===== config.mk =====
export PLATFORM = sky130hd
export DESIGN_NAME = mmt_top
export DESIGN_NICKNAME = d
export VERILOG_FILES = /design/src/source/mmt_pkg.sv /design/src/source/mmt_top.sv /design/src/source/triple_product_unit.sv /design/src/source/matrix_store.sv /design/src/source/matrix_loader.sv
export SDC_FILE = /design/constraint.sdc
export NUM_CORES = 2
export LEC_CHECK = 0
export ABC_AREA = 0
export CAP_MARGIN = 20
export CORE_MARGIN = 5
export CORE_UTILIZATION = 55
export DETAILED_ROUTE_END_ITERATION = 8
export DONT_BUFFER_PORTS = 1
export GPL_TIMING_DRIVEN = 1
export PLACE_DENSITY = 0.68
export SKIP_CTS_REPAIR_TIMING = 1
export SLEW_MARGIN = 10
export SYNTH_ARGS = -nofsm -noshare
export SYNTH_HDL_FRONTEND = slang
export SYNTH_SLANG_ARGS = --single-unit

===== constraint.sdc =====
create_clock -name clk -period 21.1 [get_ports clk]
set_input_delay 3.165 -clock clk [delete_from_list [all_inputs] [get_ports clk]]
set_output_delay 3.165 -clock clk [all_outputs]
set_load 0.03 [all_outputs]

===== src/source/mmt_pkg.sv =====
`default_nettype none

package mmt_pkg;

	// ----------------------------------------------------------------------
	// Data widths
	// ----------------------------------------------------------------------

	// One matrix element as loaded on the matrix input
	typedef logic signed [7:0] elem_t;

	// Number of a matrix in the bank
	typedef logic [4:0] mat_idx_t;

	// Transpose mode of a query
	typedef logic [1:0] mode_t;

	// Final sum and running accumulator
	typedef logic signed [49:0] acc_t;

	// Mode 0 is the plain A*B product with C read at (j,i)
	localparam mode_t mode_atb = 2'd1;
	localparam mode_t mode_abt = 2'd2;
	localparam mode_t mode_ab_c = 2'd3;

	// ----------------------------------------------------------------------
	// Query and engine control
	// ----------------------------------------------------------------------

	// Complete query, handed from loader to arithmetic unit
	typedef struct packed {
		mode_t    mode;
		mat_idx_t idx_a;
		mat_idx_t idx_b;
		mat_idx_t idx_c;
	} query_t;

	typedef enum logic [2:0] {
		st_idle,
		st_read_a,
		st_read_b,
		st_mac,
		st_read_c,
		st_scale,
		st_done
	} engine_state_t;

endpackage

`default_nettype wire

===== src/source/mmt_top.sv =====
`timescale 1ns/100ps
`default_nettype none

module mmt_top
	import mmt_pkg::*;
#(
	parameter int side = 4,
	parameter int num_matrices = 4
) (
	input  wire logic clk,
	input  wire logic rst_n,
	input  wire logic in_valid,
	input  wire logic in_valid2,
	input  wire elem_t matrix,
	input  wire mat_idx_t matrix_idx,
	input  wire mode_t mode,
	output logic out_valid,
	output acc_t out_value
);

	localparam int addr_w = $clog2(num_matrices * side * side);

	// Loader to store
	logic wr_en;
	logic [addr_w-1:0] wr_addr;
	elem_t wr_data;

	// Loader and unit handshake
	query_t query;
	logic start;
	logic busy;

	// Unit read port
	logic [addr_w-1:0] rd_addr;
	elem_t rd_data;

	matrix_loader #(
		.side(side),
		.num_matrices(num_matrices)
	) u_loader (
		.clk(clk),
		.rst_n(rst_n),
		.in_valid(in_valid),
		.in_valid2(in_valid2),
		.matrix(matrix),
		.matrix_idx(matrix_idx),
		.mode(mode),
		.busy(busy),
		.wr_en(wr_en),
		.wr_addr(wr_addr),
		.wr_data(wr_data),
		.query(query),
		.start(start)
	);

	matrix_store #(
		.side(side),
		.num_matrices(num_matrices)
	) u_store (
		.clk(clk),
		.rst_n(rst_n),
		.wr_en(wr_en),
		.wr_addr(wr_addr),
		.wr_data(wr_data),
		.rd_addr(rd_addr),
		.rd_data(rd_data)
	);

	triple_product_unit #(
		.side(side),
		.num_matrices(num_matrices)
	) u_unit (
		.clk(clk),
		.rst_n(rst_n),
		.query(query),
		.start(start),
		.rd_addr(rd_addr),
		.rd_data(rd_data),
		.busy(busy),
		.out_valid(out_valid),
		.out_value(out_value)
	);

endmodule

`default_nettype wire


===== src/source/triple_product_unit.sv =====
`timescale 1ns/100ps
`default_nettype none

module triple_product_unit
	import mmt_pkg::*;
#(
	parameter int side = 4,
	parameter int num_matrices = 4
) (
	input  wire logic clk,
	input  wire logic rst_n,
	input  wire query_t query,
	input  wire logic start,
	output logic [$clog2(num_matrices * side * side)-1:0] rd_addr,
	input  wire elem_t rd_data,
	output logic busy,
	output logic out_valid,
	output acc_t out_value
);

	localparam int area = side * side;
	localparam int addr_w = $clog2(num_matrices * area);
	localparam int cnt_w = (side > 1) ? $clog2(side) : 1;

	engine_state_t state;
	engine_state_t state_next;

	query_t q_reg;

	logic [cnt_w-1:0] row_i;
	logic [cnt_w-1:0] col_j;
	logic [cnt_w-1:0] k_idx;
	logic last_k;
	logic last_pos;

	logic [addr_w-1:0] base_a;
	logic [addr_w-1:0] base_b;
	logic [addr_w-1:0] base_c;
	logic [addr_w-1:0] a_addr;
	logic [addr_w-1:0] b_addr;
	logic [addr_w-1:0] c_addr;

	// A term held while the matching B element is read
	elem_t a_reg;
	acc_t partial;
	acc_t acc;

	function automatic logic [addr_w-1:0] mat_base(input mat_idx_t idx);
		mat_base = addr_w'(idx * area);
	endfunction

	function automatic logic [addr_w-1:0] elem_addr(
		input logic [addr_w-1:0] base,
		input logic [cnt_w-1:0] r,
		input logic [cnt_w-1:0] c
	);
		elem_addr = base + addr_w'(r) * addr_w'(side) + addr_w'(c);
	endfunction

	// ----------------------------------------------------------------------
	// Address generation
	// ----------------------------------------------------------------------

	assign base_a = mat_base(q_reg.idx_a);
	assign base_b = mat_base(q_reg.idx_b);
	assign base_c = mat_base(q_reg.idx_c);

	assign a_addr = (q_reg.mode == mode_atb) ? elem_addr(base_a, k_idx, row_i)
		: elem_addr(base_a, row_i, k_idx);
	assign b_addr = (q_reg.mode == mode_abt) ? elem_addr(base_b, col_j, k_idx)
		: elem_addr(base_b, k_idx, col_j);
	// C is read transposed except in mode 3
	assign c_addr = (q_reg.mode == mode_ab_c) ? elem_addr(base_c, row_i, col_j)
		: elem_addr(base_c, col_j, row_i);

	// k already points at the next term while in mac
	always_comb begin
		unique case (state)
			st_read_b: rd_addr = b_addr;
			st_read_c: rd_addr = c_addr;
			default:   rd_addr = a_addr;
		endcase
	end

	assign last_k = (k_idx == cnt_w'(side - 1));
	assign last_pos = (row_i == cnt_w'(side - 1)) && (col_j == cnt_w'(side - 1));
	assign busy = (state != st_idle);

	// ----------------------------------------------------------------------
	// Engine FSM
	// ----------------------------------------------------------------------

	always_ff @(posedge clk or negedge rst_n) begin
		if (!rst_n) begin
			state <= st_idle;
		end else begin
			state <= state_next;
		end
	end

	always_comb begin
		state_next = state;
		case (state)
			st_idle:   if (start) state_next = st_read_a;
			st_read_a: state_next = st_read_b;
			st_read_b: state_next = last_k ? st_read_c : st_mac;
			st_mac:    state_next = st_read_b;
			st_read_c: state_next = st_scale;
			st_scale:  state_next = last_pos ? st_done : st_read_a;
			st_done:   state_next = st_idle;
			default:   state_next = st_idle;
		endcase
	end

	always_ff @(posedge clk) begin
		if (state == st_idle && start) begin
			q_reg <= query;
		end
		if (state == st_read_b) begin
			a_reg <= rd_data;
		end
	end

	// ----------------------------------------------------------------------
	// Counters and accumulation
	// ----------------------------------------------------------------------

	always_ff @(posedge clk or negedge rst_n) begin
		if (!rst_n) begin
			row_i <= '0;
			col_j <= '0;
			k_idx <= '0;
			partial <= '0;
			acc <= '0;
			out_valid <= 1'b0;
			out_value <= '0;
		end else begin
			out_valid <= (state == st_done);
			out_value <= (state == st_done) ? acc : '0;
			case (state)
				st_read_b: begin
					k_idx <= last_k ? '0 : k_idx + 1'b1;
				end
				// Read C overlaps the last k product
				st_mac, st_read_c: begin
					partial <= partial + a_reg * rd_data;
				end
				st_scale: begin
					acc <= acc + partial * rd_data;
					partial <= '0;
					if (col_j == cnt_w'(side - 1)) begin
						col_j <= '0;
						row_i <= (row_i == cnt_w'(side - 1)) ? '0 : row_i + 1'b1;
					end else begin
						col_j <= col_j + 1'b1;
					end
				end
				st_done: begin
					acc <= '0;
				end
				default: begin
					partial <= partial;
				end
			endcase
		end
	end

endmodule

`default_nettype wire


===== src/source/matrix_store.sv =====
`timescale 1ns/100ps
`default_nettype none

module matrix_store
	import mmt_pkg::*;
#(
	parameter int side = 4,
	parameter int num_matrices = 4
) (
	input  wire logic clk,
	input  wire logic rst_n,
	input  wire logic wr_en,
	input  wire logic [$clog2(num_matrices * side * side)-1:0] wr_addr,
	input  wire elem_t wr_data,
	input  wire logic [$clog2(num_matrices * side * side)-1:0] rd_addr,
	output elem_t rd_data
);

	localparam int depth = num_matrices * side * side;

	// Matrices stored back to back, each in row-major order
	elem_t mem [0:depth-1];

	always_ff @(posedge clk) begin
		if (wr_en) begin
			mem[wr_addr] <= wr_data;
		end
	end

	// Registered read port, data valid one cycle after the address
	always_ff @(posedge clk or negedge rst_n) begin
		if (!rst_n) begin
			rd_data <= '0;
		end else begin
			rd_data <= mem[rd_addr];
		end
	end

endmodule

`default_nettype wire


===== src/source/matrix_loader.sv =====
`timescale 1ns/100ps
`default_nettype none

module matrix_loader
	import mmt_pkg::*;
#(
	parameter int side = 4,
	parameter int num_matrices = 4
) (
	input  wire logic clk,
	input  wire logic rst_n,
	input  wire logic in_valid,
	input  wire logic in_valid2,
	input  wire elem_t matrix,
	input  wire mat_idx_t matrix_idx,
	input  wire mode_t mode,
	input  wire logic busy,
	output logic wr_en,
	output logic [$clog2(num_matrices * side * side)-1:0] wr_addr,
	output elem_t wr_data,
	output query_t query,
	output logic start
);

	localparam int addr_w = $clog2(num_matrices * side * side);

	// Position of the next element inside the load burst
	logic [addr_w-1:0] load_cnt;

	// Which of the three query cycles comes next
	logic [1:0] q_cnt;

	// ----------------------------------------------------------------------
	// Load burst
	// ----------------------------------------------------------------------

	// Counter restarts as soon as in_valid drops
	always_ff @(posedge clk or negedge rst_n) begin
		if (!rst_n) begin
			load_cnt <= '0;
			wr_en <= 1'b0;
		end else begin
			wr_en <= in_valid;
			if (in_valid) begin
				load_cnt <= load_cnt + 1'b1;
			end else begin
				load_cnt <= '0;
			end
		end
	end

	// Element goes to the store one cycle after it arrives
	always_ff @(posedge clk) begin
		wr_addr <= load_cnt;
		wr_data <= matrix;
	end

	// ----------------------------------------------------------------------
	// Query capture
	// ----------------------------------------------------------------------

	always_ff @(posedge clk or negedge rst_n) begin
		if (!rst_n) begin
			q_cnt <= 2'd0;
			start <= 1'b0;
		end else begin
			// Start follows the third cycle, dropped while the unit works
			start <= in_valid2 && (q_cnt == 2'd2) && !busy;
			if (in_valid2) begin
				q_cnt <= q_cnt + 2'd1;
			end else begin
				q_cnt <= 2'd0;
			end
		end
	end

	// Mode only on the first cycle, then A, B and C in turn
	always_ff @(posedge clk) begin
		if (in_valid2) begin
			case (q_cnt)
				2'd0: begin
					query.mode <= mode;
					query.idx_a <= matrix_idx;
				end
				2'd1: begin
					query.idx_b <= matrix_idx;
				end
				2'd2: begin
					query.idx_c <= matrix_idx;
				end
				default: begin
					query <= query;
				end
			endcase
		end
	end

endmodule

`default_nettype wire


# Yosys cells after proc, flatten, opt, wreduce, memory -nomap -nowiden
# Memory sizes are Yosys's and may differ from the RTL's. A register that Yosys moved wholly into a read port is not among the register bits.
# Index checks and enable logic that the tools add are counted.
[word_totals] n_memories=1 output_inout_bits=51 register_bits=208 word_cells=95 ram_bits=512
[mem_list] memory="u_store.mem" words=64 word_bits=8 rd=1 rd_clocked_by_memory_dff=1 write_ports=1 line_no="matrix_store.sv:22" source="elem_t mem [0:depth-1];"
[op_classes] eq_ne=15 mul=2 mux=18 addsub=19 reduce_logical=17
[op_table] operator="$pmux W50 S2" count=2
[op_table] operator="$add A50 B50 Y50" count=2
[op_table] operator="$mul A50 B8 Y50" count=1
[op_table] operator="$mux W50" count=1
[op_table] operator="$add A6 B2 Y6" count=6
[op_table] operator="$add A6 B4 Y6" count=6
[op_table] operator="$mux W6" count=4
[op_table] operator="$mul A8 B8 Y16" count=1
[op_table] operator="$pmux W3 S5" count=1
[op_table] operator="$eq A2 B2 Y1 const B" count=6
[op_table] operator="$pmux W6 S2" count=1
[op_table] operator="$eq A3 B3 Y1 const B" count=3
[op_table] operator="$mux W3" count=3
[op_table] operator="$add A2 B1 Y2 const B" count=4
[op_table] operator="$mux W2" count=4
[op_table] operator="$reduce_and A2 Y1" count=4
[op_table] operator="$add A6 B1 Y6 const B" count=1
[op_table] operator="$eq A3 B2 Y1 const B" count=2
[op_table] operator="$eq A2 B1 Y1 const B" count=2
[op_table] operator="$logic_and A1 B1 Y1" count=4
[op_table] operator="$reduce_bool A2 Y1" count=2
[op_table] operator="$reduce_or A2 Y1" count=2
[op_table] operator="$eq A3 B1 Y1 const B" count=1
[op_table] operator="$logic_not A3 Y1" count=1
[op_table] operator="5 further kinds" count=7

# Logic depth before layout (Yosys ltp)
[depth] word_depth=4 depth_mapped=33 mapped_depth_nobuf=31

# Modules after synthesis
# A second synthesis with hierarchy kept.
[hier_totals] hier_cells=3729 hier_area_um2=48525.3
[by_module_without_submodules] mod="triple_product_unit" seq_area_each_um2=4484.3 cells_per_inst=2719 n_inst=1 area_per_inst_um2=27078.5
[by_module_without_submodules] mod="matrix_store" seq_area_each_um2=15574.9 cells_per_inst=942 n_inst=1 area_per_inst_um2=20211.9
[by_module_without_submodules] mod="matrix_loader" seq_area_each_um2=1041.0 cells_per_inst=68 n_inst=1 area_per_inst_um2=1234.9

# Worst setup path before layout
# OpenSTA, ideal clock, no wires.
[synth_timing] kind="reg-to-reg" from="register u_store.rd_data[2] (read register of u_store.mem)" to="register u_unit.partial[48]" setup_slack_ns=12.949 t_required_ns=20.979 t_arrival_ns=8.030 path_stages_with_launch=31 setup_ns=0.121 cell_sequence="dfrtp_1 clkbuf_1 clkbuf_1 nand2_1 fa_1 inv_1 fa_1 fa_1 inv_1 fa_1 inv_1 ha_1 or3_1 o21ai_0 a21oi_1 a211o_1 a21o_1 a21oi_1 xnor2_1 ha_1 a21o_1 a21o_1 a21o_1 a311o_1 nand3_1 a31oi_1 a31oi_1 nand2b_1 o21ai_0 xnor2_1 a22o_1"
[synth_between] elab_chain_len=3
[synth_rtl] element="from (decl)" line_no="matrix_store.sv:16" source="output elem_t rd_data"
[synth_rtl] element="$mul A8 B8 Y16" line_no="triple_product_unit.sv:146" source="partial <= partial + a_reg * rd_data;"
[synth_rtl] element="$add A50 B50 Y50" line_no="triple_product_unit.sv:146"
[synth_rtl] element="$pmux W50 S2" line_no="triple_product_unit.sv:140" source="case (state)"
[synth_rtl] element="to (signal assigned)" line_no="triple_product_unit.sv:146"
[synth_rtl] element="to (signal assigned)" line_no="triple_product_unit.sv:162" source="partial <= partial;"
[synth_rtl] element="to (decl)" line_no="triple_product_unit.sv:45" source="acc_t partial;"
# Every way passes these cells.
# A chain may end at the register's enable or synchronous reset.

# Worst setup path in the final report
[layout_timing] from="register u_store.rd_data[6] (read register of u_store.mem)" to="register u_unit.partial[48]"
# Same word-level chain as after synthesis.

==> results.yml <==
status:
  status: "finished clean"
finish:
  top_register: "u_store.mem"
  final_common_cell: "edfxtp_1"
  final_layout_size_suffix_gt1_share_pct: 6.851
  n_fill_cell: 6693
  syn_to_final_growth_pct: 7.450
  antenna_cells: 0
  nNetsFinal: 4499
  fin_cells: 5065
  final_cell_mix: "edfxtp_1, inv_1, nand2_1, fa_1, and2_1"
  largest_reg_flops: 512
flow_run:
  drv_cap: 0
setup_path:
  critPathKind: "flop to flop"
  startpoint_type: "flop"
  crit_path_max_incr_delay_ps: 1020
  crit_fanout: 53
  worstPathRequired_ps: 21620
  critPathSlowestCell: "dfrtp_2"
  arrival_ps: 8690
  crit_path_end_kind: "flop"
sta:
  setup_violations: 0
  drv_slew: 0
  period_minus_slack_ps: 8166
  rsz0062_at_grt: "no"
  maxClockFrequency_mhz: 122.5
  finalWorstSetupSlack_ps: 12930
  max_slew_margin_pct: 31.01
  tightest_slew_ps: 1035
  final_hold_viol_count: 0
  clock_skew_ps: 20.87
  tns_ps: 0
  min_period_over_period_pct: 38.70
grt:
  grt_max_degree: 179
  antenna_found_initial: 0
  grt_pass1_wl_um: 166400
  gr-total-overflow: 0
  grt.total_usage_pct: 23.22
  first_global_vias: 29736
logic_synthesis:
  syn_inst: 4032
  synth-seq-cells: 728
  ys.flop_type: "edfxtp_1"
  synth-edff-count: 536
  yosysWarningCount: 0
  syn_nets: 4610
  synth.yosys.seq_area_share_pct: 44.99
  syn_avg_cell_area_sq_um: 11.48
  ys_types: 80
  ys_async_sr_fraction_pct: 24.45
  netlist_area_sq_mm: 0.04630
place:
  place_congestion: 0.8552
  dp_hpwl_um: 67510
  place_ws_ps: 12900
  place_inst: 4914
  io_buffer_count: 0
drt:
  vias: 29042
  drc: 0
  vias_per_cell: 5.734
  routed_wl_um: 103100
  drt-wirelength-per-cell_um: 20.35
  drtPass1Iterations: 5
  final_antenna_net_count: 0
  drt_iter0_drc: 2012
floorplanning:
  die_area_sq_mm: 0.09009
  die_h_um: 300.2
  start_util_pct: 55.42
  die-width_um: 300.2
  pin_count: 70
  rows: 106
  coreArea_sq_mm: 0.08356
clocking:
  cts_buffer_depth: 3
  htree_levels: 3
  worst_skew_pair.late_latency_ps: 650
  clkSlewWorstSetupHoldPaths_ps: 60
  clock-sinks: 728
  cts-root-buf: "clkbuf_16"
  tritoncts: "done"
  numCtsBuffers: 80
hold_path:
  hold_path_class: "flop to flop"
-- stage by stage --
stage | utilization (%) | hold slack (ps) | cell area (sq um)
6_report | 59.54 | 415.5 | 49750
4_1_cts | 59.45 | 417.2 | 49680
3_3_place_gp | 56.21 | 377.2 | 46960
2_1_floorplan | - | 366.4 | 46300
5_1_grt | 59.54 | 423.2 | 49750
3_5_place_dp | 56.21 | 401.7 | 46960
-- Yosys cell counts, types with 50 or more instances --
cell | count | share of area (%)
o21ai_0 | 120 | 1.3
mux2_2 | 70 | 1.7
nor4_1 | 51 | 0.69
o211ai_1 | 50 | 0.81
ha_1 | 190 | 5.1
inv_1 | 444 | 3.6
nor2_1 | 192 | 1.6
nand2b_1 | 61 | 0.82
nand2_1 | 410 | 3.3
mux2i_1 | 165 | 3.6
fa_1 | 369 | 16
clkbuf_1 | 128 | 1.0
and2_1 | 198 | 2.7
dfrtp_1 | 178 | 9.6
xnor2_1 | 79 | 1.5
edfxtp_1 | 536 | 35
a22o_1 | 52 | 0.98
a21oi_1 | 156 | 1.7
nand3_1 | 51 | 0.55
-- kinds of logic after synthesis --
logic type	count (synthesis)	synth area share, %
adder cells (fa/ha/maj)	559	21.09
buffers and inverters	677	5.910
XOR/XNOR	120	2.270
AO/OA/AOI/OAI	621	8.790
multiplexers	261	5.902
AND/OR/NAND/NOR	1066	11.05
flip-flops	728	44.99
-- path summary, 6_finish.rpt --
path | start | to | slack, ps | cells after the start
max | u_store.rd_data[6] | u_unit.partial[48] | 12930 | 28
min | u_loader.query[6] | u_unit.q_reg[6] | 420 | 0
max reg2reg | u_store.rd_data[6] | u_unit.partial[48] | 12930 | 28
min reg2reg | u_loader.query[6] | u_unit.q_reg[6] | 420 | 0
max in group asynchronous | rst_n | u_unit.out_value[42] | 18300 | 0
min in group asynchronous | rst_n | u_unit.acc[15] | 2220 | 0
-- layout make-up --
type	count	area [sq um]	share of cell area (%)
Timing Repair Buffer	37	342.8	0.6891
Sequential cell	728	20850	41.91
Clock inverter	44	524.3	1.054
Multi-Input combinational cell	2627	22820	45.86
Inverter	447	1678	3.372
Tap cell	1080	1351	2.716
Clock buffer	102	2187	4.396
-- routing by layer --
layer	part of all wire [%]	vias up	track usage, %
li1	-	13525	-
met1	44	14705	31.77
met2	49	643	39.09
met3	4.4	169	2.924
met4	3.0	0	7.521
met5	0	-	0
-- worst max-delay path: cells and delay by family, from the launching register on --
kind / cells / cell delay [ps]
AO/OA/AOI/OAI: 13 / 2620
adder cells (fa/ha/maj): 6 / 2570
flip-flops: 1 / 1020
AND/OR/NAND/NOR: 4 / 890
buffers and inverters: 3 / 530
XOR/XNOR: 2 / 400
Power is left out: the tool's default activity adds up to more than one toggle a clock period on the data nets, which glitch-free logic cannot reach.
